### config.mk
export PLATFORM = sky130hd
export DESIGN_NAME = rob_top
export DESIGN_NICKNAME = d
export VERILOG_FILES = /design/src/rtl/rob_pkg.sv /design/src/rtl/core_types_pkg.sv /design/src/rtl/rob_top.sv /design/src/rtl/rob_retire_select.sv /design/src/rtl/rob_entry_table.sv /design/src/rtl/rob_complete_match.sv /design/src/rtl/rob_pointers.sv
export SDC_FILE = /design/constraint.sdc
export NUM_CORES = 1
export LEC_CHECK = 0
export ABC_CLOCK_PERIOD_IN_PS = 5200
export CAP_MARGIN = 20
export CORE_MARGIN = 2
export CORE_UTILIZATION = 64
export CTS_CLUSTER_SIZE = 16
export DETAILED_ROUTE_END_ITERATION = 7
export DONT_BUFFER_PORTS = 1
export PLACE_DENSITY_LB_ADDON = 0.1
export SLEW_MARGIN = 10
export SYNTH_ARGS = -nofsm -noshare
export SYNTH_HDL_FRONTEND = slang
export SYNTH_SLANG_ARGS = --single-unit
### constraint.sdc
create_clock -name clock -period 5.2 [get_ports clock]
set_input_delay 0.52 -clock clock [delete_from_list [all_inputs] [get_ports clock]]
set_output_delay 0.52 -clock clock [all_outputs]
set_load 0.02 [all_outputs]
### src/rtl/rob_pkg.sv
// reorder buffer sizing
// queue depth, position index, instruction count and per-entry vector

package rob_pkg;

	//////////////////////////////////////////////////////////////////////
	// queue geometry
	//////////////////////////////////////////////////////////////////////

	localparam int rob_depth = 16;                     // entries in the circular queue
	localparam int rob_idx_w = $clog2(rob_depth);      // bits per queue position

	//////////////////////////////////////////////////////////////////////
	// types
	//////////////////////////////////////////////////////////////////////

	typedef logic [rob_idx_w-1:0] rob_idx_t;           // head or tail position

	// counts of 0 to 2 for dispatch, capacity and retire
	// a dispatch count of 3 is read as 2
	typedef logic [1:0] rob_count_t;

	typedef logic [rob_depth-1:0] rob_vec_t;           // one bit per entry

endpackage

### src/rtl/core_types_pkg.sv
// core-wide register naming types
// physical tag and architectural register index vectors
// completion bus port count and empty-slot tag value

package core_types_pkg;

	//////////////////////////////////////////////////////////////////////
	// register naming
	//////////////////////////////////////////////////////////////////////

	typedef logic [6:0] preg_tag_t;                    // physical register tag
	typedef logic [4:0] arch_reg_t;                    // architectural register index

	//////////////////////////////////////////////////////////////////////
	// completion bus
	//////////////////////////////////////////////////////////////////////

	localparam int cdb_width = 6;                      // broadcast ports per cycle

	// an empty slot holds this tag so a stray broadcast cannot match it
	localparam preg_tag_t no_tag = '1;

endpackage
### src/rtl/rob_top.sv
// reorder buffer top level
// two-wide dispatch, six-port completion, two-wide in-order retire
// pointers, entry table, completion match and retire selection

`timescale 1ns/1ps

module rob_top
(
	input  logic                                 clock,
	input  logic                                 reset,
	input  rob_pkg::rob_count_t                  dispatch_num,
	input  core_types_pkg::preg_tag_t            new_tag0,
	input  core_types_pkg::preg_tag_t            new_tag1,
	input  core_types_pkg::arch_reg_t            dest_ar0,
	input  core_types_pkg::arch_reg_t            dest_ar1,
	input  logic                                 valid_inst0,
	input  logic                                 valid_inst1,
	input  logic                                 halt0,
	input  logic                                 halt1,
	input  logic [core_types_pkg::cdb_width-1:0] cdb_valid,
	input  core_types_pkg::preg_tag_t            cdb_tag0,
	input  core_types_pkg::preg_tag_t            cdb_tag1,
	input  core_types_pkg::preg_tag_t            cdb_tag2,
	input  core_types_pkg::preg_tag_t            cdb_tag3,
	input  core_types_pkg::preg_tag_t            cdb_tag4,
	input  core_types_pkg::preg_tag_t            cdb_tag5,
	input  logic                                 cdb_exception0,
	input  logic                                 cdb_exception1,
	input  logic                                 cdb_exception2,
	input  logic                                 cdb_exception3,
	input  logic                                 cdb_exception4,
	input  logic                                 cdb_exception5,
	output rob_pkg::rob_count_t                  dispatch_cap,
	output core_types_pkg::arch_reg_t            retire_ar_a,
	output core_types_pkg::arch_reg_t            retire_ar_b,
	output core_types_pkg::preg_tag_t            retire_tag_a,
	output core_types_pkg::preg_tag_t            retire_tag_b,
	output rob_pkg::rob_count_t                  retire_num,
	output logic                                 retire_halt,
	output logic                                 recover_exception
);

	rob_pkg::rob_idx_t         head;
	rob_pkg::rob_idx_t         head_plus_one;
	rob_pkg::rob_idx_t         tail;
	rob_pkg::rob_idx_t         tail_plus_one;
	logic                      head_valid;
	rob_pkg::rob_vec_t         entry_valid;
	core_types_pkg::preg_tag_t entry_tag [rob_pkg::rob_depth];
	rob_pkg::rob_vec_t         complete_hit;
	rob_pkg::rob_vec_t         complete_exc;
	logic                      head_ready;
	logic                      next_ready;
	logic                      head_exception;
	logic                      next_exception;
	logic                      head_halt;
	logic                      next_halt;

	rob_pointers pointers_i (.clock, .reset, .dispatch_num, .retire_num, .head_valid,
		.head, .head_plus_one, .tail, .tail_plus_one, .dispatch_cap);

	rob_complete_match match_i (.cdb_valid, .cdb_tag0, .cdb_tag1, .cdb_tag2, .cdb_tag3,
		.cdb_tag4, .cdb_tag5, .cdb_exception0, .cdb_exception1, .cdb_exception2,
		.cdb_exception3, .cdb_exception4, .cdb_exception5, .entry_valid, .entry_tag,
		.complete_hit, .complete_exc);

	rob_entry_table table_i (.clock, .reset, .tail, .tail_plus_one, .head, .head_plus_one,
		.dispatch_num, .retire_num, .new_tag0, .new_tag1, .dest_ar0, .dest_ar1,
		.valid_inst0, .valid_inst1, .halt0, .halt1, .complete_hit, .complete_exc,
		.entry_valid, .entry_tag, .head_valid, .head_ready, .next_ready,
		.head_exception, .next_exception, .head_halt, .next_halt,
		.retire_ar_a, .retire_ar_b, .retire_tag_a, .retire_tag_b);

	// combinational from registered head state, feeds back into pointers and table
	rob_retire_select select_i (.head_ready, .next_ready, .head_exception,
		.next_exception, .head_halt, .next_halt, .retire_num, .retire_halt,
		.recover_exception);

endmodule

### src/rtl/rob_retire_select.sv
// in-order retire selection
// retire count from the two head entries
// halt retire and exception recovery flags

`timescale 1ns/1ps

module rob_retire_select
(
	input  logic                head_ready,
	input  logic                next_ready,
	input  logic                head_exception,
	input  logic                next_exception,
	input  logic                head_halt,
	input  logic                next_halt,
	output rob_pkg::rob_count_t retire_num,
	output logic                retire_halt,
	output logic                recover_exception
);

	logic retire_two;
	logic retire_one;

	//////////////////////////////////////////////////////////////////////
	// retire count
	//////////////////////////////////////////////////////////////////////

	// a faulting head retires alone so nothing younger commits past it
	assign retire_two = head_ready & next_ready & ~head_exception;
	assign retire_one = head_ready & ~retire_two;

	always_comb
	begin
		if (retire_two)
			retire_num = 2'd2;
		else if (retire_one)
			retire_num = 2'd1;
		else
			retire_num = 2'd0;
	end

	//////////////////////////////////////////////////////////////////////
	// flags
	//////////////////////////////////////////////////////////////////////

	assign retire_halt = (head_ready & head_halt) |     // head goes in either case
		(retire_two & next_halt);

	assign recover_exception = head_ready &
		(head_exception | (next_ready & next_exception));

endmodule

### src/rtl/rob_entry_table.sv
// reorder buffer entry storage
// per-entry valid, ready, exception, halt, destination and tag
// dispatch writes, completion updates and retire clears
// head and next-entry status for retire selection

`timescale 1ns/1ps

module rob_entry_table
(
	input  logic                      clock,
	input  logic                      reset,
	input  rob_pkg::rob_idx_t         tail,
	input  rob_pkg::rob_idx_t         tail_plus_one,
	input  rob_pkg::rob_idx_t         head,
	input  rob_pkg::rob_idx_t         head_plus_one,
	input  rob_pkg::rob_count_t       dispatch_num,
	input  rob_pkg::rob_count_t       retire_num,
	input  core_types_pkg::preg_tag_t new_tag0,
	input  core_types_pkg::preg_tag_t new_tag1,
	input  core_types_pkg::arch_reg_t dest_ar0,
	input  core_types_pkg::arch_reg_t dest_ar1,
	input  logic                      valid_inst0,
	input  logic                      valid_inst1,
	input  logic                      halt0,
	input  logic                      halt1,
	input  rob_pkg::rob_vec_t         complete_hit,
	input  rob_pkg::rob_vec_t         complete_exc,
	output rob_pkg::rob_vec_t         entry_valid,
	output core_types_pkg::preg_tag_t entry_tag [rob_pkg::rob_depth],
	output logic                      head_valid,
	output logic                      head_ready,
	output logic                      next_ready,
	output logic                      head_exception,
	output logic                      next_exception,
	output logic                      head_halt,
	output logic                      next_halt,
	output core_types_pkg::arch_reg_t retire_ar_a,
	output core_types_pkg::arch_reg_t retire_ar_b,
	output core_types_pkg::preg_tag_t retire_tag_a,
	output core_types_pkg::preg_tag_t retire_tag_b
);

	rob_pkg::rob_vec_t         valid;
	rob_pkg::rob_vec_t         ready;
	rob_pkg::rob_vec_t         exception;
	rob_pkg::rob_vec_t         halt;
	core_types_pkg::arch_reg_t ar  [rob_pkg::rob_depth];
	core_types_pkg::preg_tag_t tag [rob_pkg::rob_depth];

	rob_pkg::rob_vec_t         disp_sel0;              // slot 0 lands here
	rob_pkg::rob_vec_t         disp_sel1;              // slot 1 lands here
	rob_pkg::rob_vec_t         ret_sel;                // cleared by retire

	//////////////////////////////////////////////////////////////////////
	// slot decode
	//////////////////////////////////////////////////////////////////////

	always_comb
	begin
		for (int i = 0; i < rob_pkg::rob_depth; i++)
		begin
			disp_sel0[i] = (dispatch_num != 2'd0) && (tail == rob_pkg::rob_idx_t'(i));
			disp_sel1[i] = dispatch_num[1] && (tail_plus_one == rob_pkg::rob_idx_t'(i));
			ret_sel[i]   = ((retire_num != 2'd0) && (head == rob_pkg::rob_idx_t'(i))) ||
				(retire_num[1] && (head_plus_one == rob_pkg::rob_idx_t'(i)));
		end
	end

	//////////////////////////////////////////////////////////////////////
	// entry state, later updates win
	//////////////////////////////////////////////////////////////////////

	always_ff @(posedge clock)
	begin
		if (reset)
		begin
			valid     <= '0;
			ready     <= '0;
			exception <= '0;
			halt      <= '0;
			for (int i = 0; i < rob_pkg::rob_depth; i++)
				tag[i] <= core_types_pkg::no_tag;
		end
		else
		begin
			for (int i = 0; i < rob_pkg::rob_depth; i++)
			begin
				if (disp_sel0[i])
				begin
					valid[i]     <= 1'b1;
					ready[i]     <= ~valid_inst0 | halt0;  // nothing to wait for
					exception[i] <= 1'b0;
					halt[i]      <= halt0;
					tag[i]       <= new_tag0;
				end
				if (disp_sel1[i])
				begin
					valid[i]     <= 1'b1;
					ready[i]     <= ~valid_inst1 | halt1;
					exception[i] <= 1'b0;
					halt[i]      <= halt1;
					tag[i]       <= new_tag1;
				end
				if (complete_hit[i])
				begin
					ready[i]     <= 1'b1;
					exception[i] <= complete_exc[i];
				end
				if (ret_sel[i])
				begin
					valid[i] <= 1'b0;
					ready[i] <= 1'b0;
					halt[i]  <= 1'b0;
					tag[i]   <= core_types_pkg::no_tag;
				end
			end
		end
	end

	always_ff @(posedge clock)
	begin
		for (int i = 0; i < rob_pkg::rob_depth; i++)
		begin
			if (disp_sel0[i])
				ar[i] <= dest_ar0;
			if (disp_sel1[i])
				ar[i] <= dest_ar1;
		end
	end

	//////////////////////////////////////////////////////////////////////
	// read ports
	//////////////////////////////////////////////////////////////////////

	assign entry_valid = valid;
	assign entry_tag   = tag;

	assign head_valid     = valid[head];
	assign head_ready     = ready[head];
	assign next_ready     = ready[head_plus_one];
	assign head_exception = exception[head];
	assign next_exception = exception[head_plus_one];
	assign head_halt      = halt[head];
	assign next_halt      = halt[head_plus_one];

	assign retire_ar_a  = ar[head];                      // to map table
	assign retire_ar_b  = ar[head_plus_one];
	assign retire_tag_a = tag[head];                     // to map table and free list
	assign retire_tag_b = tag[head_plus_one];

endmodule

### src/rtl/rob_complete_match.sv
// completion bus tag match
// compares every active broadcast tag against every valid entry
// per-entry set-ready vector and exception flag vector

`timescale 1ns/1ps

module rob_complete_match
(
	input  logic [core_types_pkg::cdb_width-1:0] cdb_valid,
	input  core_types_pkg::preg_tag_t            cdb_tag0,
	input  core_types_pkg::preg_tag_t            cdb_tag1,
	input  core_types_pkg::preg_tag_t            cdb_tag2,
	input  core_types_pkg::preg_tag_t            cdb_tag3,
	input  core_types_pkg::preg_tag_t            cdb_tag4,
	input  core_types_pkg::preg_tag_t            cdb_tag5,
	input  logic                                 cdb_exception0,
	input  logic                                 cdb_exception1,
	input  logic                                 cdb_exception2,
	input  logic                                 cdb_exception3,
	input  logic                                 cdb_exception4,
	input  logic                                 cdb_exception5,
	input  rob_pkg::rob_vec_t                    entry_valid,
	input  core_types_pkg::preg_tag_t            entry_tag [rob_pkg::rob_depth],
	output rob_pkg::rob_vec_t                    complete_hit,
	output rob_pkg::rob_vec_t                    complete_exc
);

	core_types_pkg::preg_tag_t            cdb_tag [core_types_pkg::cdb_width];
	logic [core_types_pkg::cdb_width-1:0] cdb_exc;

	// gather the loose ports so the compare can loop
	assign cdb_tag[0] = cdb_tag0;
	assign cdb_tag[1] = cdb_tag1;
	assign cdb_tag[2] = cdb_tag2;
	assign cdb_tag[3] = cdb_tag3;
	assign cdb_tag[4] = cdb_tag4;
	assign cdb_tag[5] = cdb_tag5;

	assign cdb_exc = {cdb_exception5, cdb_exception4, cdb_exception3,
		cdb_exception2, cdb_exception1, cdb_exception0};

	//////////////////////////////////////////////////////////////////////
	// entry by port compare
	//////////////////////////////////////////////////////////////////////

	always_comb
	begin
		complete_hit = '0;
		complete_exc = '0;
		for (int e = 0; e < rob_pkg::rob_depth; e++)
		begin
			// ascending port order, so the highest matching port sets the flag
			for (int p = 0; p < core_types_pkg::cdb_width; p++)
			begin
				if (cdb_valid[p] && entry_valid[e] && (cdb_tag[p] == entry_tag[e]))
				begin
					complete_hit[e] = 1'b1;
					complete_exc[e] = cdb_exc[p];
				end
			end
		end
	end

endmodule

### src/rtl/rob_pointers.sv
// reorder buffer head and tail pointers
// wrap arithmetic for dispatch and retire advances
// free-space count reported back to dispatch

`timescale 1ns/1ps

module rob_pointers
(
	input  logic                clock,
	input  logic                reset,
	input  rob_pkg::rob_count_t dispatch_num,
	input  rob_pkg::rob_count_t retire_num,
	input  logic                head_valid,
	output rob_pkg::rob_idx_t   head,
	output rob_pkg::rob_idx_t   head_plus_one,
	output rob_pkg::rob_idx_t   tail,
	output rob_pkg::rob_idx_t   tail_plus_one,
	output rob_pkg::rob_count_t dispatch_cap
);

	localparam int idx_w = $bits(rob_pkg::rob_idx_t);
	localparam logic [idx_w:0] depth_ext = (idx_w + 1)'(rob_pkg::rob_depth);

	rob_pkg::rob_count_t dispatch_count;                // 3 folded to 2
	logic                full;
	logic                one_free;

	// position plus a small count, wrapping at the queue depth
	function automatic rob_pkg::rob_idx_t wrap_add
	(
		input rob_pkg::rob_idx_t   idx,
		input rob_pkg::rob_count_t n
	);
		logic [idx_w:0] sum;
		sum = {1'b0, idx} + {{(idx_w - 1){1'b0}}, n};
		if (sum >= depth_ext)
			sum = sum - depth_ext;
		return sum[idx_w-1:0];
	endfunction

	//////////////////////////////////////////////////////////////////////
	// pointer registers
	//////////////////////////////////////////////////////////////////////

	assign dispatch_count = (dispatch_num == 2'd3) ? 2'd2 : dispatch_num;

	always_ff @(posedge clock)
	begin
		if (reset)
		begin
			head <= '0;
			tail <= '0;
		end
		else
		begin
			head <= wrap_add(head, retire_num);
			tail <= wrap_add(tail, dispatch_count);
		end
	end

	assign head_plus_one = wrap_add(head, 2'd1);
	assign tail_plus_one = wrap_add(tail, 2'd1);

	//////////////////////////////////////////////////////////////////////
	// capacity
	//////////////////////////////////////////////////////////////////////

	assign full     = (head == tail) && head_valid;     // equal pointers, occupied head
	assign one_free = (tail_plus_one == head);          // a single gap before head

	assign dispatch_cap = full ? 2'd0 : (one_free ? 2'd1 : 2'd2);

endmodule

==> metrics.yaml <==
status: "finished clean"
synth_cell_types: 83
syn-num-nets: 2988
clock_latency_ns: 0.57
clkTransAtPathRegs_ns: 0.06
rsz0062_at_grt: "no"
maxCapViolCount: 0
cts_setup_buffers: 0
crit_type: "register to output pin"
pwr-share-seq: 0.365
period_needed_ns: 4.72
setup_ws_ns: 0.479
syn-instance-count: 2886
cts_tree: "built"
ys.flop_type: "dfxtp_1"
async_flop_share: 0
p_switching_mw: 2.58
setup_viol: 0
syn_to_final_growth_pct: 1.75
grt_pass1_wl_um: 155000
cts_hold_buf: 0
place_ws_ns: 1.02
synth.most_common_cell: "xnor2_1"
hold_path.class: "primary input to register"
portBuffers: 0
fmax_ghz: 0.212
htree_levels: 1
critPathMaxFanout: 35
place_congestion: 1.11
placementRows: 74
worst_setup_path_start_kind: "register"
netlist.area_leader.share: 0.149
synth_edf_count: 80
avgViaCountPerCell: 7.69
drive_above_1_share: 0.139
slew_headroom: 0.225
groute.usage.overall: 0.498
nets: 2697
tns_ns: 0
grt_max_degree: 47
p_per_area_nw_per_um2: 269
numCtsBuffers: 28
dp_hpwl_um: 73400
synth_commonest_cells: "xnor2_1 (443), nand2_1 (267), xor2_1 (243)"
clock-root-buffer: "clkbuf_16"
initial_utilization: 0.644
dieArea_sq_um: 42500
grt_pass1_vias: 22812
core-area_sq_um: 40600
total_power_mw: 7.16
maxSlewViolCount: 0
switching_share: 0.361
period_share: 0.908
hold_violations: 0
arrival_ns: 4.20
yosysTopAreaCell: "xnor2_1"
power_frac_comb: 0.351
dr.pass1.iters: 6
seq_area_frac_synth: 0.233
clockBufferDepth: 3
drc_errors: 0
endpoint_kind: "output pin"
ys_warn_count: 0
die_w_um: 206
io_pins: 116
n_fill_cell: 3322
wire_per_inst_um: 33.8
worst_ep_required_time_ns: 4.68
ys_ff_latch: 264
grt_overflow_total: 0
vias: 24236
routed_wirelength_um: 107000
antenna_found_initial: 5
die_height_um: 206
finClkSkew_ns: 0.0213
p_leak_nw: 8.14
synth_area_sq_um: 26100
intPower_mw: 4.58
cts_resized: 0
drtIter0Drc: 3991
clock_power_share: 0.285
syn_avg_cell_area_sq_um: 9.05
worst_pin_slew_ns: 1.16
synth_area_leaders: "xnor2_1 (15%), dfxtp_1 (14%), mux4_2 (12%), edfxtp_1 (9.2%), xor2_1 (8.1%)"
clkSinkCount: 264
final_antenna_net_count: 0
peakVddDrop_mv: 0.261
-- cell families (layout without fill, tap and decap cells) --
| family | count (synthesis) | count (layout) | share of synthesized area |
|---|---|---|---|
| AND/OR/NAND/NOR | 842 | 842 | 0.169 |
| XOR/XNOR | 686 | 686 | 0.230 |
| buffers and inverters | 386 | 117 | 0.0607 |
| AO/OA/AOI/OAI | 383 | 383 | 0.110 |
| multiplexers | 309 | 309 | 0.189 |
| flip-flops | 264 | 264 | 0.233 |
| adder cells (fa/ha/maj) | 16 | 16 | 0.00824 |
| other | 0 | 3 | 0 |
-- final cells by class --
cell class / instances / area (sq um) / share of cell area
clock inverters: 13 / 93.8 / 0.00353
multi-input cells: 2236 / 18500 / 0.696
flip-flops and latches: 264 / 6090 / 0.229
clock buffers: 39 / 826 / 0.0311
inverters: 28 / 105 / 0.00395
diodes: 3 / 7.51 / 0.000282
repair buffers: 37 / 282 / 0.0106
well taps: 532 / 666 / 0.0250
-- metrics by stage --
| step | hold slack, ns | std cells | utilization | instance area [sq um] |
|---|---|---|---|---|
| floorplan | 0.468 | 2886 | - | 26100 |
| global placement | 0.545 | 3093 | 0.632 | 25600 |
| detailed placement | 0.550 | 3094 | 0.632 | 25600 |
| CTS | 0.0179 | 3146 | 0.655 | 26600 |
| global route | 0.0175 | 3149 | 0.655 | 26600 |
| finish | 0.0287 | 3152 | 0.656 | 26600 |
-- placed cells by master, fill, tap and decap left out, drive strengths merged, types with 7 or more instances in the layout --
| master | synthesis | layout |
|---|---|---|
| xnor2 | 443 | 443 |
| nand2 | 267 | 267 |
| xor2 | 243 | 243 |
| dfxtp | 184 | 184 |
| mux4 | 140 | 140 |
| nand4 | 110 | 110 |
| nor2 | 103 | 103 |
| nand3 | 99 | 99 |
| mux2i | 91 | 91 |
| edfxtp | 80 | 80 |
| nor4 | 80 | 80 |
| mux2 | 78 | 78 |
| o211ai | 78 | 78 |
| a21oi | 57 | 57 |
| o21ai | 49 | 49 |
| a211oi | 44 | 44 |
| clkbuf | 209 | 39 |
| buf | 149 | 37 |
| a22oi | 29 | 29 |
| inv | 27 | 28 |
| nor2b | 28 | 28 |
| and2 | 28 | 28 |
| and3 | 27 | 27 |
| or4 | 27 | 27 |
| nor3 | 22 | 22 |
| o21a | 22 | 22 |
| a31oi | 20 | 20 |
| ha | 14 | 14 |
| a21o | 11 | 11 |
| a21boi | 11 | 11 |
| clkinv | 1 | 11 |
| or2 | 8 | 8 |
| nor3b | 8 | 8 |
| nand2b | 7 | 7 |
| o211a | 7 | 7 |
| and4 | 7 | 7 |
-- power by group through the flow --
| stage | registers (mW) | logic [mW] | clock network, mW |
|---|---|---|---|
| after floorplan | 2.32 | 2.38 | 0 |
| after global placement | 2.62 | 2.38 | 0 |
| after detailed placement | 2.63 | 2.45 | 0 |
| after CTS | 2.58 | 2.46 | 2.04 |
| after global routing | 2.61 | 2.66 | 2.12 |
| final | 2.61 | 2.51 | 2.04 |
-- final timing paths --
kind                              start               endpoint  slack, ns  cells after the start
setup / recovery     pointers_i.head[1]         retire_ar_b[4]       0.48                      7
hold / removal                    reset     pointers_i.head[3]       0.03                      1
setup reg to reg     pointers_i.head[1]     pointers_i.head[2]       1.01                     10
hold reg to reg   table_i.exception[15]  table_i.exception[15]       0.56                      2
-- registers in the layout, summed over array words and instances, names as in the netlist --
| signal | count |
|---|---|
| pointers_i.tail | 4 |
| pointers_i.head | 4 |
| table_i.entry_tag | 112 |
| table_i.entry_valid | 16 |
| table_i.exception | 16 |
| table_i.ar | 80 |
| table_i.halt | 16 |
| table_i.ready | 16 |
-- routing by layer --
| metal | global-route usage | vias to the layer above | wire length, um | share of wire |
|---|---|---|---|---|
| met5 | 0.00476 | - | 31 | 0.00029 |
| met4 | 0.328 | 6 | 9100 | 0.085 |
| met3 | 0.189 | 587 | 17700 | 0.17 |
| met2 | 0.675 | 2259 | 41600 | 0.39 |
| met1 | 0.655 | 11664 | 38200 | 0.36 |
| li1 | - | 9720 | - | - |
-- worst max-delay path, stage by stage, from the launching register on --
cell and delay [ns]:
dfxtp_4 0.69, inv_1 0.25, ha_4 0.72, buf_4 0.57
mux4_2 0.58, and2_0 0.16, a211oi_1 0.39, a31oi_1 0.22
(Power assumes the default switching activity.)
